`config.mk`:
```
export PLATFORM = sky130hd
export DESIGN_NAME = cmd_proc_top
export DESIGN_NICKNAME = d
export VERILOG_FILES = /design/src/design/knight_motion_pkg.sv /design/src/design/knight_cmd_pkg.sv /design/src/design/ramp_if.sv /design/src/design/move_if.sv /design/src/design/cmd_proc_top.sv /design/src/design/cmd_sequencer.sv /design/src/design/speed_ramp.sv /design/src/design/square_counter.sv /design/src/design/heading_err.sv
export SDC_FILE = /design/constraint.sdc
export NUM_CORES = 1
export LEC_CHECK = 0
export BUFFER_PORTS_ARGS = -buffer_cell sky130_fd_sc_hd__buf_2
export CORE_MARGIN = 8
export CORE_UTILIZATION = 50
export CTS_CLUSTER_DIAMETER = 100
export CTS_CLUSTER_SIZE = 8
export DETAILED_ROUTE_END_ITERATION = 16
export PLACE_DENSITY_LB_ADDON = 0.3
export SYNTH_ARGS = -nofsm -noshare
export SYNTH_HDL_FRONTEND = slang
export SYNTH_HIERARCHICAL = 1
export SYNTH_SLANG_ARGS = --single-unit
```
`constraint.sdc`:
```
create_clock -name clk -period 4.55 [get_ports clk]
set_input_delay 0.455 -clock clk [delete_from_list [all_inputs] [get_ports clk]]
set_output_delay 0.455 -clock clk [all_outputs]
set_load 0.1 [all_outputs]
```
`src/design/knight_motion_pkg.sv`:
```
// Heading and speed widths, ramp steps, IR nudge values and the alignment limit.
package knight_motion_pkg;

  ////////////////////////////////////////
  // Datapath widths
  ////////////////////////////////////////
  localparam int hdg_w  = 12;  // Heading, desired heading and error.
  localparam int spd_w  = 10;  // Forward speed register.
  localparam int step_w = 7;   // Ramp step size.

  ////////////////////////////////////////
  // Speed ramp
  ////////////////////////////////////////
  localparam logic [step_w-1:0] inc_step = 7'h20;  // Added per heading_rdy.
  localparam logic [step_w-1:0] dec_step = 7'h40;  // Removed per heading_rdy.

  ////////////////////////////////////////
  // Heading correction
  ////////////////////////////////////////
  // Left IR sees the line, steer back with a positive bias.
  localparam logic signed [hdg_w-1:0] nudge_lft  = 12'sh1FF;
  // Right IR sees the line, bias the other way.
  localparam logic signed [hdg_w-1:0] nudge_rght = 12'shE00;

  // |error| below this counts as pointed the right way.
  localparam logic [hdg_w-1:0] align_thresh = 12'h02C;

  // Low nibble appended to a nonzero heading code.
  localparam logic [3:0] hdg_fill = 4'hF;

  // Nudge choice, left IR wins over right.
  function automatic logic signed [hdg_w-1:0] nudge_of(input logic lft, input logic rght);
    logic signed [hdg_w-1:0] n;
    n = '0;                           // Centred, no bias.
    if (lft)       n = nudge_lft;
    else if (rght) n = nudge_rght;
    return n;
  endfunction

endpackage

```
`src/design/knight_cmd_pkg.sv`:
```
// Command word layout, opcode values and the two-view command word union.
package knight_cmd_pkg;

  ////////////////////////////////////////
  // Field widths
  ////////////////////////////////////////
  localparam int cmd_w      = 16;  // Full command word from the Bluetooth link.
  localparam int op_w       = 4;   // Opcode in the top nibble.
  localparam int hdg_code_w = 8;   // Coarse heading code of a move.
  localparam int sq_w       = 4;   // Number of squares to travel.

  ////////////////////////////////////////
  // Opcodes
  ////////////////////////////////////////
  localparam logic [op_w-1:0] op_cal     = 4'h2;  // Gyro calibration.
  localparam logic [op_w-1:0] op_mov     = 4'h4;  // Plain move.
  localparam logic [op_w-1:0] op_fanfare = 4'h5;  // Move, then play the fanfare.
  localparam logic [op_w-1:0] op_tour    = 4'h6;  // Hand off to the tour logic.

  // Move view: opcode, heading code, square count.
  typedef struct packed {
    logic [op_w-1:0]       opcode;
    logic [hdg_code_w-1:0] hdg_code;
    logic [sq_w-1:0]       squares;
  } mv_cmd_t;

  // Generic view: opcode and whatever follows it.
  typedef struct packed {
    logic [op_w-1:0]       opcode;
    logic [cmd_w-op_w-1:0] payload;
  } gen_cmd_t;

  // Same 16 bits, decoded either way.
  typedef union packed {
    mv_cmd_t  mv;
    gen_cmd_t gen;
  } cmd_word_u;

endpackage
```
`src/design/ramp_if.sv`:
```
// Speed ramp control bundle between the sequencer and the forward speed register.
`timescale 1ns/1ps

interface ramp_if;

  logic clr;   // Empty the speed register.
  logic inc;   // Ramp up on heading_rdy.
  logic dec;   // Ramp down on heading_rdy.
  logic zero;  // Speed register is empty.

  // Sequencer drives the commands.
  modport seq (
    output clr, inc, dec,
    input  zero
  );

  // Speed register side.
  modport ramp (
    input  clr, inc, dec,
    output zero
  );

endinterface

```
`src/design/move_if.sv`:
```
// Move control bundle between the sequencer, the heading unit and the square counter.
`timescale 1ns/1ps

interface move_if;
  import knight_cmd_pkg::*;

  logic                  load;       // One-cycle pulse, fields valid with it.
  logic [hdg_code_w-1:0] hdg_code;   // Heading code of the new move.
  logic [sq_w-1:0]       squares;    // Squares to travel.
  logic                  aligned;    // Heading within threshold.
  logic                  move_done;  // All line crossings seen.

  // Sequencer side.
  modport seq (
    output load, hdg_code, squares,
    input  aligned, move_done
  );

  // Heading error unit.
  modport hdg (
    input  load, hdg_code,
    output aligned
  );

  // Square counter.
  modport sq (
    input  load, squares,
    output move_done
  );

endinterface

```
`src/design/cmd_proc_top.sv`:
```
// Command processor top level joining heading, square count, speed ramp and FSM.
`timescale 1ns/1ps

module cmd_proc_top (
  input  logic                                      clk,
  input  logic                                      rst_n,
  input  logic [knight_cmd_pkg::cmd_w-1:0]          cmd,
  input  logic                                      cmd_rdy,
  output logic                                      clr_cmd_rdy,
  output logic                                      send_resp,
  output logic                                      strt_cal,
  input  logic                                      cal_done,
  input  logic signed [knight_motion_pkg::hdg_w-1:0] heading,
  input  logic                                      heading_rdy,
  input  logic                                      lft_ir,
  input  logic                                      cntr_ir,
  input  logic                                      rght_ir,
  output logic signed [knight_motion_pkg::hdg_w-1:0] error,
  output logic [knight_motion_pkg::spd_w-1:0]       frwrd,
  output logic                                      moving,
  output logic                                      tour_go,
  output logic                                      fanfare_go
);

  ////////////////////////////////////////
  // Internal buses
  ////////////////////////////////////////
  move_if u_move_if ();   // Move setup and status.
  ramp_if u_ramp_if ();   // Speed ramp control.

  ////////////////////////////////////////
  // Datapath units
  ////////////////////////////////////////
  heading_err u_heading_err (
    .clk     (clk),
    .rst_n   (rst_n),
    .mv      (u_move_if.hdg),
    .heading (heading),
    .lft_ir  (lft_ir),
    .rght_ir (rght_ir),
    .error   (error)
  );

  square_counter u_square_counter (
    .clk     (clk),
    .rst_n   (rst_n),
    .mv      (u_move_if.sq),
    .cntr_ir (cntr_ir)
  );

  speed_ramp u_speed_ramp (
    .clk         (clk),
    .rst_n       (rst_n),
    .rp          (u_ramp_if.ramp),
    .heading_rdy (heading_rdy),
    .frwrd       (frwrd)
  );

  // Control.
  cmd_sequencer u_cmd_sequencer (
    .clk         (clk),
    .rst_n       (rst_n),
    .cmd         (cmd),
    .cmd_rdy     (cmd_rdy),
    .clr_cmd_rdy (clr_cmd_rdy),
    .cal_done    (cal_done),
    .strt_cal    (strt_cal),
    .send_resp   (send_resp),
    .tour_go     (tour_go),
    .fanfare_go  (fanfare_go),
    .moving      (moving),
    .mv          (u_move_if.seq),
    .rp          (u_ramp_if.seq)
  );

endmodule

```
`src/design/cmd_sequencer.sv`:
```
// Command FSM: accept, calibrate, turn, ramp up, count squares, ramp down, respond.
`timescale 1ns/1ps

module cmd_sequencer (
  input  logic                      clk,
  input  logic                      rst_n,
  input  knight_cmd_pkg::cmd_word_u cmd,
  input  logic                      cmd_rdy,
  output logic                      clr_cmd_rdy,
  input  logic                      cal_done,
  output logic                      strt_cal,
  output logic                      send_resp,
  output logic                      tour_go,
  output logic                      fanfare_go,
  output logic                      moving,
  move_if.seq                       mv,
  ramp_if.seq                       rp
);
  import knight_cmd_pkg::*;

  typedef enum logic [2:0] {
    st_idle,
    st_calibrate,
    st_turn,
    st_accel,
    st_decel
  } state_t;

  state_t          state;        // Present state.
  state_t          nxt_state;
  logic [op_w-1:0] opcode;       // Opcode of the word on the bus.
  logic            fanfare_cmd;  // Move in flight ends with the fanfare.

  assign opcode      = cmd.gen.opcode;     // Decoded through the generic view.
  assign mv.hdg_code = cmd.mv.hdg_code;    // Only sampled while load is high.
  assign mv.squares  = cmd.mv.squares;

  ////////////////////////////////////////
  // State and move flavour
  ////////////////////////////////////////
  always_ff @(posedge clk or negedge rst_n) begin
    if (!rst_n)
      state <= st_idle;
    else
      state <= nxt_state;
  end

  // The host may already present the next word, so keep our own copy.
  always_ff @(posedge clk or negedge rst_n) begin
    if (!rst_n)
      fanfare_cmd <= 1'b0;
    else if (mv.load)
      fanfare_cmd <= (opcode == op_fanfare);
  end

  ////////////////////////////////////////
  // Next state and outputs
  ////////////////////////////////////////
  always_comb begin
    nxt_state   = state;
    clr_cmd_rdy = 1'b0;
    strt_cal    = 1'b0;
    send_resp   = 1'b0;
    tour_go     = 1'b0;
    fanfare_go  = 1'b0;
    moving      = 1'b0;
    mv.load     = 1'b0;
    rp.clr      = 1'b0;
    rp.inc      = 1'b0;
    rp.dec      = 1'b0;

    case (state)
      st_calibrate: begin
        if (cal_done) begin
          send_resp = 1'b1;             // Report the first cycle of done.
          nxt_state = st_idle;
        end
      end

      st_turn: begin
        moving = 1'b1;                  // Spinning in place still counts.
        if (mv.aligned) begin
          rp.clr    = 1'b1;             // Ramp from standstill.
          nxt_state = st_accel;
        end
      end

      st_accel: begin
        moving = 1'b1;
        rp.inc = 1'b1;
        if (mv.move_done) begin
          fanfare_go = fanfare_cmd;     // Single pulse on the way out.
          nxt_state  = st_decel;
        end
      end

      st_decel: begin
        rp.dec = 1'b1;
        if (rp.zero) begin
          send_resp = 1'b1;             // Stopped, tell the host.
          nxt_state = st_idle;
        end else begin
          moving = 1'b1;
        end
      end

      default: begin                    // Idle, waiting on the host.
        if (cmd_rdy) begin
          clr_cmd_rdy = 1'b1;           // Consume whatever arrived.
          case (opcode)
            op_tour: tour_go = 1'b1;    // No response for a tour.
            op_cal: begin
              strt_cal  = 1'b1;
              nxt_state = st_calibrate;
            end
            op_mov, op_fanfare: begin
              mv.load   = 1'b1;         // Latch heading and squares.
              nxt_state = st_turn;
            end
            default: ;                  // Unknown opcode is dropped.
          endcase
        end
      end
    endcase
  end

endmodule

```
`src/design/speed_ramp.sv`:
```
// Forward speed register with saturating ramp up and clamped ramp down.
`timescale 1ns/1ps

module speed_ramp (
  input  logic                               clk,
  input  logic                               rst_n,
  ramp_if.ramp                               rp,
  input  logic                               heading_rdy,
  output logic [knight_motion_pkg::spd_w-1:0] frwrd
);
  import knight_motion_pkg::*;

  logic             at_max;   // Both top bits set.
  logic             low_spd;  // Less than one down step left.
  logic [spd_w-1:0] inc_amt;  // Step widened to the register.
  logic [spd_w-1:0] dec_amt;

  assign inc_amt = spd_w'(inc_step);
  assign dec_amt = spd_w'(dec_step);

  assign at_max  = &frwrd[spd_w-1:spd_w-2];  // Top speed reached.
  assign low_spd = (frwrd < dec_amt);        // Next step would underflow.
  assign rp.zero = (frwrd == '0);

  ////////////////////////////////////////
  // Speed register
  ////////////////////////////////////////
  always_ff @(posedge clk or negedge rst_n) begin
    if (!rst_n) begin
      frwrd <= '0;
    end else if (rp.clr) begin
      frwrd <= '0;                           // Start of a new ramp.
    end else if (heading_rdy) begin          // Only step with fresh gyro data.
      if (rp.inc) begin
        if (!at_max)
          frwrd <= frwrd + inc_amt;          // Speed up.
      end else if (rp.dec) begin
        if (low_spd)
          frwrd <= '0;                       // Clamp, never wrap.
        else
          frwrd <= frwrd - dec_amt;          // Slow down.
      end
    end
  end

endmodule

```
`src/design/square_counter.sv`:
```
// Centre IR edge detector, line crossing counter and move-done compare.
`timescale 1ns/1ps

module square_counter (
  input  logic clk,
  input  logic rst_n,
  move_if.sq   mv,
  input  logic cntr_ir
);
  import knight_cmd_pkg::*;

  logic            cntr_ir_q;   // Last sample of the centre IR.
  logic            cntr_rise;   // Line just entered.
  logic [sq_w:0]   pulse_cnt;   // Crossings since the move began.
  logic [sq_w-1:0] square_cnt;  // Squares requested for this move.

  ////////////////////////////////////////
  // Edge detect
  ////////////////////////////////////////
  always_ff @(posedge clk or negedge rst_n) begin
    if (!rst_n)
      cntr_ir_q <= 1'b0;
    else
      cntr_ir_q <= cntr_ir;                   // One cycle of history.
  end

  assign cntr_rise = cntr_ir & ~cntr_ir_q;    // Low to high.

  ////////////////////////////////////////
  // Counters
  ////////////////////////////////////////
  always_ff @(posedge clk or negedge rst_n) begin
    if (!rst_n) begin
      square_cnt <= '0;
      pulse_cnt  <= '0;
    end else if (mv.load) begin
      square_cnt <= mv.squares;               // Capture the request.
      pulse_cnt  <= '0;                       // Fresh move.
    end else if (cntr_rise) begin
      pulse_cnt  <= pulse_cnt + 1'b1;         // One more line crossed.
    end
  end

  // Two crossings per square, one on each tape edge.
  assign mv.move_done = (pulse_cnt == {square_cnt, 1'b0});

endmodule

```
`src/design/heading_err.sv`:
```
// Desired heading register, IR nudge, heading error and alignment test.
`timescale 1ns/1ps

module heading_err (
  input  logic                                   clk,
  input  logic                                   rst_n,
  move_if.hdg                                    mv,
  input  logic signed [knight_motion_pkg::hdg_w-1:0] heading,
  input  logic                                   lft_ir,
  input  logic                                   rght_ir,
  output logic signed [knight_motion_pkg::hdg_w-1:0] error
);
  import knight_cmd_pkg::*;
  import knight_motion_pkg::*;

  logic signed [hdg_w-1:0] desired_hdg;  // Heading the robot should hold.
  logic signed [hdg_w-1:0] nudge;        // IR steering bias.
  logic        [hdg_w-1:0] err_abs;      // Magnitude of the error.

  ////////////////////////////////////////
  // Desired heading
  ////////////////////////////////////////
  always_ff @(posedge clk or negedge rst_n) begin
    if (!rst_n) begin
      desired_hdg <= '0;                           // Face north.
    end else if (mv.load) begin
      if (mv.hdg_code == '0)
        desired_hdg <= '0;                         // Zero code stays exact.
      else
        desired_hdg <= {mv.hdg_code, hdg_fill};    // Code scaled up, low bits filled.
    end
  end

  ////////////////////////////////////////
  // Error term
  ////////////////////////////////////////
  assign nudge = nudge_of(lft_ir, rght_ir);        // Left has priority.

  assign error = heading - desired_hdg + nudge;    // Fed to the PID.

  // Absolute value, most negative value reads as large.
  assign err_abs = error[hdg_w-1] ? hdg_w'(-error) : hdg_w'(error);

  assign mv.aligned = (err_abs < align_thresh);    // Close enough to drive off.

endmodule

```
### Word-level counts from Yosys, hierarchy flattened

Index checks and enable logic that the tools add are counted.

* add/subtract/negate cells: 6
* multiply operators: 0
* divide/modulo/power cells: 0
* magnitude comparators: 2
* eq/ne operators: 14
* shift-type cells: 0
* muxes and demuxes: 41
* bitwise operators: 2
* reduce and logical (&&, ||, !) cells: 13

Operators by type and width (number)
* 10-bit 2-to-1 mux: 6
* 12-bit 2-to-1 mux: 4
* 1-bit 2-to-1 mux: 20
* 3-bit 2-to-1 mux: 5
* 12-bit adder: 1
* 4-bit by 3-bit equality test with 1-bit output, second input constant: 3
* 12-bit by 6-bit < comparator with 1-bit output, second input constant: 1
* 12-bit negator: 1
* 3-bit one-hot mux with 4 select lines: 1
* 12-bit subtractor: 1
* 10-bit by 6-bit adder with 10-bit output, second input constant: 1
* 10-bit zero test: 1
* 10-bit by 7-bit < comparator with 1-bit output, second input constant: 1
* 5-bit 2-to-1 mux: 2
* 10-bit by 7-bit subtractor with 10-bit output, second input constant: 1
* 8-bit zero test: 1
* 3-bit by 2-bit equality test with 1-bit output, second input constant: 2
* 2-bit by 1-bit != test with 1-bit output, second input constant: 3
* 3-bit one-hot mux with 2 select lines: 1
* 6-bit AND reduction: 1
* 6-bit nonzero test: 1
* 5-bit by 1-bit adder with 5-bit output, second input constant: 1
* 5-bit equality test: 1
* 5-bit nonzero test: 1
* 14 further kinds: 17

* bits in registers: 36
* bits in latches: 0
* memory bits (writable): 0
* memory bits (read-only): 0
* bits of input ports: 36
* logic and storage cells: 85
* memories kept: 0

### Longest topological paths before layout

Gate-level depths: netlist of the first run.

* depth in word-level cells: 10
* gate-level depth with buffers: 16

### By module

Netlist of the first run, hierarchy kept.

By module, submodules not included
* heading_err: instances 1, cells each 152, area each 1375.1 um^2, seq. area each 225.2 um^2
* cmd_sequencer: instances 1, cells each 69, area each 548.0 um^2, seq. area each 100.1 um^2
* square_counter: instances 1, cells each 44, area each 479.2 um^2, seq. area each 250.2 um^2
* speed_ramp: instances 1, cells each 52, area each 437.9 um^2, seq. area each 125.1 um^2

### Worst setup path before layout of the first run

Ideal clock, no wire load.

* kind: input to register
* from: in lft_ir
* to: reg u_speed_ramp/frwrd[8] (netlist name)
* data arrival time: 5.153 ns
* required time: 4.428 ns
* path slack: -0.725 ns
* stages: 14
* buffers on the path: 0
* cells stage by stage: inv_1 fa_1 inv_1 ha_1 nand3_1 o2111ai_1 a31oi_1 xnor2_1 and3_2 a32oi_1 a221oi_2 and3_1 nor2_1 a32o_1

* word-level cells in the longest chain between the ends: 9

Ends and longest elaborated chain
* start, declared: line cmd_proc_top.sv:15 `input logic lft_ir,`
* 12-bit 2-to-1 mux *: line knight_motion_pkg.sv:35 `if (lft) n = nudge_lft;`
* 12-bit adder *: line heading_err.sv:39 `assign error = heading - desired_hdg + nudge;`
* via error, one bit: line cmd_proc_top.sv:18 `output logic signed [knight_motion_pkg::hdg_w-1:0] error,`
* 12-bit negator: line heading_err.sv:42 `assign err_abs = error[hdg_w-1] ? hdg_w'(-error) : hdg_w'(error);`
* 12-bit 2-to-1 mux *: line heading_err.sv:42
* 12-bit by 6-bit < comparator with 1-bit output *: line heading_err.sv:44 `assign mv.aligned = (err_abs < align_thresh);`
* via u_move_if.aligned: line move_if.sv:10 `logic aligned;`
* 1-bit 2-to-1 mux *: line cmd_sequencer.sv:82 `if (mv.aligned) begin`
* 1-bit 2-to-1 mux *: line cmd_sequencer.sv:72 `case (state)`
* via u_ramp_if.clr: line ramp_if.sv:6 `logic clr;`
* 3-bit by 2-bit != test with 1-bit output (no line) (tied with other cells)
* 3-bit AND reduction (no line)
* end signal, assigned: line speed_ramp.sv:36 `frwrd <= frwrd + inc_amt;`
* end signal, assigned: line speed_ramp.sv:41 `frwrd <= frwrd - dec_amt;`
* end, declared: line speed_ramp.sv:9 `output logic [knight_motion_pkg::spd_w-1:0] frwrd`

Mark *: on every way through the listed nets, which the timed path passes. The rest lies on a longest branch.
A chain may end at the register's enable or synchronous reset.

### Worst setup path in the final report of the first run

* from: in lft_ir
* to: reg u_speed_ramp/frwrd[8] (netlist name)

* word-level cells in the longest chain between the ends: 9

Ends and longest elaborated chain (line)
* 12-bit 2-to-1 mux *: knight_motion_pkg.sv:35
* 12-bit adder *: heading_err.sv:39
* 12-bit negator: heading_err.sv:42
* 12-bit 2-to-1 mux *: heading_err.sv:42
* 12-bit by 6-bit < comparator with 1-bit output *: heading_err.sv:44
* via u_move_if.aligned: move_if.sv:10
* 1-bit 2-to-1 mux *: cmd_sequencer.sv:82
* 1-bit 2-to-1 mux *: cmd_sequencer.sv:72
* via u_ramp_if.clr: ramp_if.sv:6
* 3-bit by 2-bit != test with 1-bit output (no line) (tied with other cells)
* 3-bit AND reduction (no line)

Marks and branches as above.

==> results of run 1 <==
logic make-up (layout without fill, tap and decap cells):
group	after synthesis	after routing	share of synthesized area, %
AOI/OAI and AO/OA	62	62	16.6
xor gates and xnor gates	14	14	5.07
adders and majority gates	27	27	14.8
buffers and inverters	70	131	11.9
DFF	28	28	24.7
muxes	15	15	5.99
other	1	5	0.132
and+or+nand+nor	100	100	20.8
metal layers:
layer  part of all wire (%)  up-vias  global-route usage (%)
li1                       -     1212                       -
met1                     45     1180                    19.4
met2                     49       57                    27.4
met3                    5.1        5                    2.96
met4                   0.86        0                    4.50
met5                      0        -                       0
metrics by stage:
stage	cells	cell area (um2)	utilization, %	hold WS, ps	setup TNS, ps
2_1_floorplan	321	2990	-	159	-306
3_3_place_gp	450	3370	61.3	505	-386
3_5_place_dp	450	3370	61.3	506	-714
4_1_cts	454	3440	62.6	199	0
5_1_grt	454	3460	62.8	239	0
6_report	454	3460	62.8	182	0
worst min path at each step:
stage                                                 start                                          to  slack [ps]  cells past startpoint
floorplan                                             rst_n     u_cmd_sequencer/fanfare_cmd$_DFFE_PN0P_         160                      0
global placement    u_cmd_sequencer/fanfare_cmd$_DFFE_PN0P_     u_cmd_sequencer/fanfare_cmd$_DFFE_PN0P_         500                      1
detailed placement                                    rst_n    u_heading_err/desired_hdg[7]$_DFFE_PN0P_         510                      1
CTS                                                   rst_n    u_heading_err/desired_hdg[6]$_DFFE_PN0P_         200                      1
global route                                          rst_n  u_square_counter/square_cnt[0]$_DFFE_PN0P_         240                      1
finish                                                rst_n    u_heading_err/desired_hdg[7]$_DFFE_PN0P_         180                      1
critical path, stage by stage:
cell and delay, ps:
buf_6 80, clkinvlp_4 190, fa_1 580, inv_1 60
ha_4 260, and2_4 150, a2111oi_4 360, xor2_2 170
bufinv_8 190, or4_4 420, or4_4 430, a211o_1 310
a221oi_2 300, and3_4 270, nor2_2 40, a32o_1 260
area by class of cell:
| class | instances | area, um2 |
|---|---|---|
| tap | 72 | 90.1 |
| fill | 475 | 2050 |
| inverter | 46 | 190 |
| clock buffer | 3 | 41.3 |
| timing repair buffer | 81 | 469 |
| clock inverter | 1 | 30.0 |
| multi-input combinational | 223 | 1940 |
| sequential | 28 | 701 |
synthesized netlist by cell type (5+ instances only):
cell type and instances:
buf_4 17, xor2_1 5, o21ai_0 6, nand3_1 9, inv_1 45, xnor2_1 7, a21oi_1 12, fa_1 11
dfrtp_1 28, nor2_1 24, nand2_1 13, nand2b_1 7, a31oi_1 7, ha_1 16, mux2_2 10
registers in the layout, summed over array words and instances (netlist names):
name	cells
u_cmd_sequencer/state	3
u_speed_ramp/frwrd	5
u_square_counter/pulse_cnt	5
u_heading_err/desired_hdg	9
u_square_counter/cntr_ir_q	1
u_cmd_sequencer/fanfare_cmd	1
u_square_counter/square_cnt	4
timing repair:
item / 4_1_cts / 5_1_grt
hold buffers: 0 / 0
endpoints found under the setup margin: 0 / 2
gates resized for setup: 0 / 5
cells in the final DEF (no fill, tap or decap), types with 9 or more instances in the layout:
cell     netlist  layout
a21oi_1       12      11
buf_2          4      57
buf_4         17      23
dfrtp_1       28      28
fa_1          11      10
ha_1          16      12
inv_1         45      43
mux2_2        10      10
nand2_1       13      13
nand3_1        9       9
nor2_1        24      23
==> flow_metrics.tcl, run 1 <==
set metrics [dict create \
    endpoint "u_speed_ramp/frwrd[8]$_DFFE_PN0P_" \
    crit_start "lft_ir" \
    core_area_um2 5510 \
    num_rows 27 \
    die_height_um 91.4 \
    reg2reg_depth 14 \
    cts_inserted_buffers 3 \
    async_flop_share_pct 100 \
    wire_per_inst_um 14.4 \
    synth_edf_count 0 \
    clkTransAtPathRegs_ps 100 \
    crit_fanout 6 \
    post_cts_buffers 0 \
    drt_wl_total_mm 6.52 \
    cts.sinks 28 \
    setup_viol 0 \
    clk_latency_ps 280 \
    crit_arrival_ps 4540 \
    cts_tree "done" \
    start_util_pct 51.6 \
    min_period_ps 4370 \
    via_per_inst 5.41 \
    synth_cells 317 \
    dieWidth_um 91.4 \
    yosys_register_bits 28 \
    r2r_slack_ps 220 \
    grt_overflow_total 0 \
    status "complete, no violations" \
    slew_headroom_pct 58.2 \
    ys_seq_area_share_pct 24.7 \
    crit_path_end_kind "register" \
    io_pins 64 \
    yosysTopAreaCell "dfrtp_1" \
    synth_top_area_share_pct 24.7 \
    nets 446 \
    worstSetupPathType "input pin to register" \
    ant_nets 0 \
    grt_max_degree 29 \
    drive_gt1_share_pct 35.6 \
    track_usage_pct 15.8 \
    syn_avg_cell_area_um2 8.96 \
    post-dp-hpwl_mm 5.33 \
    h-tree-depth 1 \
    place_congestion 0.855 \
    yosysUniqueCellTypes 72 \
    maxSlewViolCount 0 \
    fin_skew_ps 3.40 \
    vias 2454 \
    rr_startpoint "u_heading_err/desired_hdg[3]$_DFFE_PN0P_" \
    drt_iter0_drc 124 \
    antenna_found_initial 0 \
    io_buffers 58 \
    clock_path_buffers 2 \
    drtPass1Iterations 5 \
    synth_area_um2 2840 \
    area_growth_pct 21.8 \
    drc 0 \
    regToRegEndpoint "u_speed_ramp/frwrd[8]$_DFFE_PN0P_" \
    rsz0062_at_grt "no" \
    ys_warn_count 6 \
    fmax_mhz 229 \
    fin_crit_sh_pct 96.0 \
    antennaDiodeCount 0 \
    yosys-top-cells-area "dfrtp_1 (25%), fa_1 (7.8%), ha_1 (7.0%)" \
    maxCapViolations 0 \
    hold_viol_final 0 \
    fin_ws_ps 183 \
    start_kind "input pin" \
    hp-class "input pin to async pin" \
    grt_pass1_vias 2563 \
    pre_cts_slack_ps -228 \
    synthFlopType "dfrtp_1" \
    worstMarginPinSlew_ps 628 \
    die_area_um2 8350 \
    crit_required_ps 4720 \
    clockRootBuffer "clkbuf_8" \
    grt_pass1_wl_mm 11.4 \
]
Power of run 1 is not shown: default switching activity piles up to over one toggle a cycle in this logic, so the estimate is an artifact.
==> run 2: changes to the inputs <==
--- a/config.mk
+++ b/config.mk
@@ -7,7 +7,8 @@
 export LEC_CHECK = 0
 export BUFFER_PORTS_ARGS = -buffer_cell sky130_fd_sc_hd__buf_2
 export CORE_MARGIN = 8
-export CORE_UTILIZATION = 50
+export CORE_UTILIZATION = 51
+export CTS_BUF_LIST = sky130_fd_sc_hd__clkbuf_4
 export CTS_CLUSTER_DIAMETER = 100
 export CTS_CLUSTER_SIZE = 8
 export DETAILED_ROUTE_END_ITERATION = 16
==> flow_metrics.tcl, run 2 (synthesis results as in run 1) <==
set metrics [dict create \
    status "complete, no violations" \
    setup_viol 0 \
    clk_latency_ps 330 \
    largest_register_ff_count 9 \
    whs_ps 131 \
    hold_buffers 0 \
    drive_gt1_share_pct 35.2 \
    track_usage_pct 14.8 \
    nets 447 \
    wl_met3_um 412 \
    cts.sinks 28 \
    r2r_slack_ps 200 \
    crit_top_cell "or4_4" \
    io_pins 64 \
    io_buffers 58 \
    cp_slowest_cell "fa_1" \
    wire_per_inst_um 13.7 \
    ant_nets 0 \
    num_rows 27 \
    clkTransAtPathRegs_ps 160 \
    crit_arrival_ps 4640 \
    slew_headroom_pct 56.0 \
    vias 2405 \
    via_per_inst 5.29 \
    layout.cells.most_common_list "buf_2 (58), inv_1 (43), dfrtp_1 (27), nor2_1 (24), buf_4 (23)" \
    start_kind "input pin" \
    drt_iter0_drc 88 \
    crit_path_end_kind "register" \
    place_inst 446 \
    reg_top3 "u_heading_err/desired_hdg x9, u_speed_ramp/frwrd x5, u_square_counter/pulse_cnt x5" \
    cp_cell_sequence "buf_2 -> clkinvlp_4 -> buf_12 -> fa_1 -> inv_1 -> ha_4 -> and3_4 -> a2111oi_4 -> xor2_2 -> bufinv_8 -> or4_4 -> or4_4 -> a211o_1 -> a221oi_2 -> a21oi_1 -> a32o_2 -> a211oi_2" \
    die_area_um2 8210 \
    fin_skew_ps 8.10 \
    cpPeakStageDelay_ps 530 \
    drtPass1Iterations 4 \
    core_area_um2 5440 \
    die_height_um 90.6 \
    grt_max_degree 29 \
    grt_pass1_wl_mm 10.6 \
    start_util_pct 52.2 \
    dieWidth_um 90.6 \
    fin_ws_ps 173 \
    fin_util_pct 62.9 \
    fmax_mhz 228 \
    pre_cts_slack_ps -209 \
    drt_wl_total_mm 6.25 \
    grt_overflow_total 0 \
    layout_commonest_cell "buf_2" \
    hold_viol_final 0 \
    min_period_ps 4380 \
    post-dp-hpwl_mm 4.97 \
    maxCapViolations 0 \
    drc 0 \
    area_growth_pct 20.5 \
    cts_inserted_buffers 3 \
    hp-class "input pin to async pin" \
    crit_required_ps 4810 \
    reg2reg_depth 14 \
    place_congestion 0.806 \
    grt_pass1_vias 2386 \
    h-tree-depth 1 \
    crit_fanout 9 \
    antennaDiodeCount 0 \
    fin_crit_sh_pct 96.2 \
    num-fill-cells 501 \
    wl_met1_mm 2.95 \
    largest-register "u_heading_err/desired_hdg" \
    instances_no_fill 455 \
    worstMarginPinSlew_ps 658 \
    highest_layer "met4" \
    worstSetupPathType "input pin to register" \
    wl_met2_mm 2.86 \
    clockRootBuffer "clkbuf_4" \
    maxSlewViolCount 0 \
    clock_path_buffers 2 \
    cts_tree "done" \
    rsz0062_at_grt "no" \
    antenna_found_initial 0 \
]
[run 2: area by class of cell]
cell class	count	area, um2	area share, %
multi-input combinational	223	1930	56.4
sequential	28	702	20.5
timing repair buffer	82	483	14.1
inverter	46	190	5.56
tap	72	90.1	2.63
clock buffer	3	22.5	0.658
clock inverter	1	3.75	0.110
[run 2: path summary, 6_finish.rpt]
path / start / to
hold / removal: rst_n / u_heading_err/desired_hdg[10]$_DFFE_PN0P_
hold reg to reg: u_cmd_sequencer/fanfare_cmd$_DFFE_PN0P_ / u_cmd_sequencer/fanfare_cmd$_DFFE_PN0P_
min in group clk: cntr_ir / u_square_counter/cntr_ir_q$_DFF_PN0_
setup reg to reg: u_heading_err/desired_hdg[3]$_DFFE_PN0P_ / u_cmd_sequencer/state[0]$_DFFE_PN0P_
max in group asynchronous: rst_n / u_heading_err/desired_hdg[3]$_DFFE_PN0P_
setup / recovery: lft_ir / u_cmd_sequencer/state[0]$_DFFE_PN0P_
[run 2: metal layers]
layer	up-vias	GRT usage (%)
li1	1211	-
met1	1132	18.8
met2	60	24.8
met3	2	3.74
met4	0	2.36
met5	-	0
[run 2: timing repair]
action / 4_1_cts / 5_1_grt
setup buffers: 0 / 5
endpoints found under the setup margin: 0 / 1
gates resized for setup: 0 / 2
[run 2: critical path: cells and delay by family]
family	cells	cell delay, ps
AOI/OAI and AO/OA	6	1580
and+or+nand+nor	3	1020
adders and majority gates	2	770
buffers and inverters	5	630
xor gates and xnor gates	1	190
[run 2: through the flow]
step | TNS [ps] | instance area [um2]
after floorplan | -306 | 2990
after global placement | -351 | 3360
after detailed placement | -640 | 3360
after CTS | 0 | 3380
after global routing | 0 | 3420
final | 0 | 3420
Power of run 2 is left out for the same reason.
==> run 3: changes to the inputs <==
--- a/config.mk
+++ b/config.mk
@@ -7,7 +7,7 @@
 export LEC_CHECK = 0
 export BUFFER_PORTS_ARGS = -buffer_cell sky130_fd_sc_hd__buf_2
 export CORE_MARGIN = 8
-export CORE_UTILIZATION = 51
+export CORE_UTILIZATION = 35
 export CTS_BUF_LIST = sky130_fd_sc_hd__clkbuf_4
 export CTS_CLUSTER_DIAMETER = 100
 export CTS_CLUSTER_SIZE = 8
==> constraint.sdc (replaced) <==
create_clock -name clk -period 5 [get_ports clk]
set_input_delay 0.5 -clock clk [delete_from_list [all_inputs] [get_ports clk]]
set_output_delay 0.5 -clock clk [all_outputs]
set_load 0.1 [all_outputs]
==> flow_metrics.tcl, run 3 (synthesis results as in run 1) <==
set metrics [dict create \
    min_period_ps 4570 \
    hp-class "input pin to async pin" \
    io_pins 64 \
    area_growth_pct 15.0 \
    maxSlewViolCount 0 \
    vias 2337 \
    largest_register_ff_count 9 \
    drt_wl_total_mm 6.24 \
    wl_met3_um 295 \
    status "complete, no violations" \
    hold_viol_final 0 \
    wire_per_inst_um 13.2 \
    crit_path_end_kind "register" \
    core_area_um2 8050 \
    antenna_found_initial 0 \
    cts_resized 0 \
    cts_tree "done" \
    fin_skew_ps 2.48 \
    dieWidth_um 106 \
    ant_nets 0 \
    fmax_mhz 219 \
    crit_arrival_ps 4810 \
    num-fill-cells 820 \
    layout.cells.most_common_list "buf_2 (58), inv_1 (44), dfrtp_1 (28), nor2_1 (24), ha_1 (16)" \
    fin_crit_sh_pct 91.5 \
    clockRootBuffer "clkbuf_4" \
    crit_required_ps 5240 \
    h-tree-depth 1 \
    setup_viol 0 \
    drive_gt1_share_pct 30.1 \
    reg2reg_depth 14 \
    hold_buffers 0 \
    rsz0062_at_grt "no" \
    grt_pass1_vias 2407 \
    post-dp-hpwl_mm 5.19 \
    start_util_pct 35.3 \
    cts_inserted_buffers 3 \
    reg_top3 "u_heading_err/desired_hdg x9, u_speed_ramp/frwrd x5, u_square_counter/pulse_cnt x5" \
    crit_fanout 6 \
    grt_overflow_total 0 \
    clkTransAtPathRegs_ps 160 \
    endpoint "u_speed_ramp/frwrd[8]$_DFFE_PN0P_" \
    io_buffers 58 \
    layout_commonest_cell "buf_2" \
    nets 430 \
    worstSetupPathType "input pin to register" \
    drt_iter0_drc 38 \
    grt_pass1_wl_mm 10.9 \
    track_usage_pct 11.3 \
    maxCapViolations 0 \
    largest-register "u_heading_err/desired_hdg" \
    place_congestion 0.813 \
    grt_max_degree 29 \
    worstMarginPinSlew_ps 634 \
    clk_latency_ps 330 \
    r2r_slack_ps 480 \
    num_rows 33 \
    via_per_inst 4.96 \
    highest_layer "met4" \
    wl_met2_mm 3.28 \
    cts.sinks 28 \
    setup-tns-final_ps 0 \
    crit_start "lft_ir" \
    die_height_um 106 \
    rr_startpoint "u_heading_err/desired_hdg[3]$_DFFE_PN0P_" \
    clock_path_buffers 2 \
    regToRegEndpoint "u_speed_ramp/frwrd[8]$_DFFE_PN0P_" \
    antennaDiodeCount 0 \
    start_kind "input pin" \
    die_area_um2 11300 \
    post_cts_buffers 0 \
    slew_headroom_pct 57.7 \
    wl_met1_mm 2.64 \
    drtPass1Iterations 4 \
    drc 0 \
]
## run 3: cell count changes in the layout (fill, tap and decap cells not counted), sizes merged
cell and change:
clkinv -1, inv +1, buf -17
## run 3: worst min-delay path by stage
stage | depth (start not counted) | to | slack, ps | start
after floorplan | 0 | u_cmd_sequencer/fanfare_cmd$_DFFE_PN0P_ | 200 | rst_n
final | 1 | u_square_counter/pulse_cnt[4]$_DFFE_PN0P_ | 160 | rst_n
after detailed placement | 1 | u_heading_err/desired_hdg[11]$_DFFE_PN0P_ | 500 | u_heading_err/desired_hdg[11]$_DFFE_PN0P_
after CTS | 1 | u_square_counter/square_cnt[1]$_DFFE_PN0P_ | 180 | rst_n
after global routing | 1 | u_square_counter/pulse_cnt[4]$_DFFE_PN0P_ | 190 | rst_n
after global placement | 1 | u_cmd_sequencer/fanfare_cmd$_DFFE_PN0P_ | 490 | u_cmd_sequencer/fanfare_cmd$_DFFE_PN0P_
## run 3: metrics by stage
step           instances  setup WS, ps  utilization [%]  cell area [um2]  hold slack (ps)
2_1_floorplan        321          14.0                -             2910              204
3_3_place_gp         467           114             39.9             3210              488
3_5_place_dp         467          43.1             39.9             3210              503
4_1_cts              471           403             40.6             3270              178
5_1_grt              471           197             40.6             3270              195
6_report             471           427             40.6             3270              162
## run 3: area by class of cell
type                    instances  area, um2  share of cell area, %
inverters                      46        179                   5.48
well taps                     105        131                   4.02
clock inverters                 1       30.0                  0.919
multi-input cells             223       1860                   57.0
clock buffers                   3       22.5                  0.689
flip-flops and latches         28        701                   21.4
repair buffers                 65        343                   10.5
## run 3: critical path, cell delays in order
cell        delay [ps]
buf_2              110
clkinvlp_4         200
fa_1               550
inv_1               40
ha_1               310
and3_4             210
a2111oi_4          390
xor2_2             230
inv_4               40
or4_4              540
or4_4              430
a211o_1            310
a221oi_2           360
and3_1             260
nor2_1              50
a32o_1             260
## run 3: metal layers
metal | track usage [%] | vias up
li1 | - | 1180
met1 | 13.2 | 1116
met2 | 21.1 | 39
met3 | 1.81 | 2
met4 | 2.41 | 0
met5 | 0 | -
Power of run 3 is left out for the same reason.
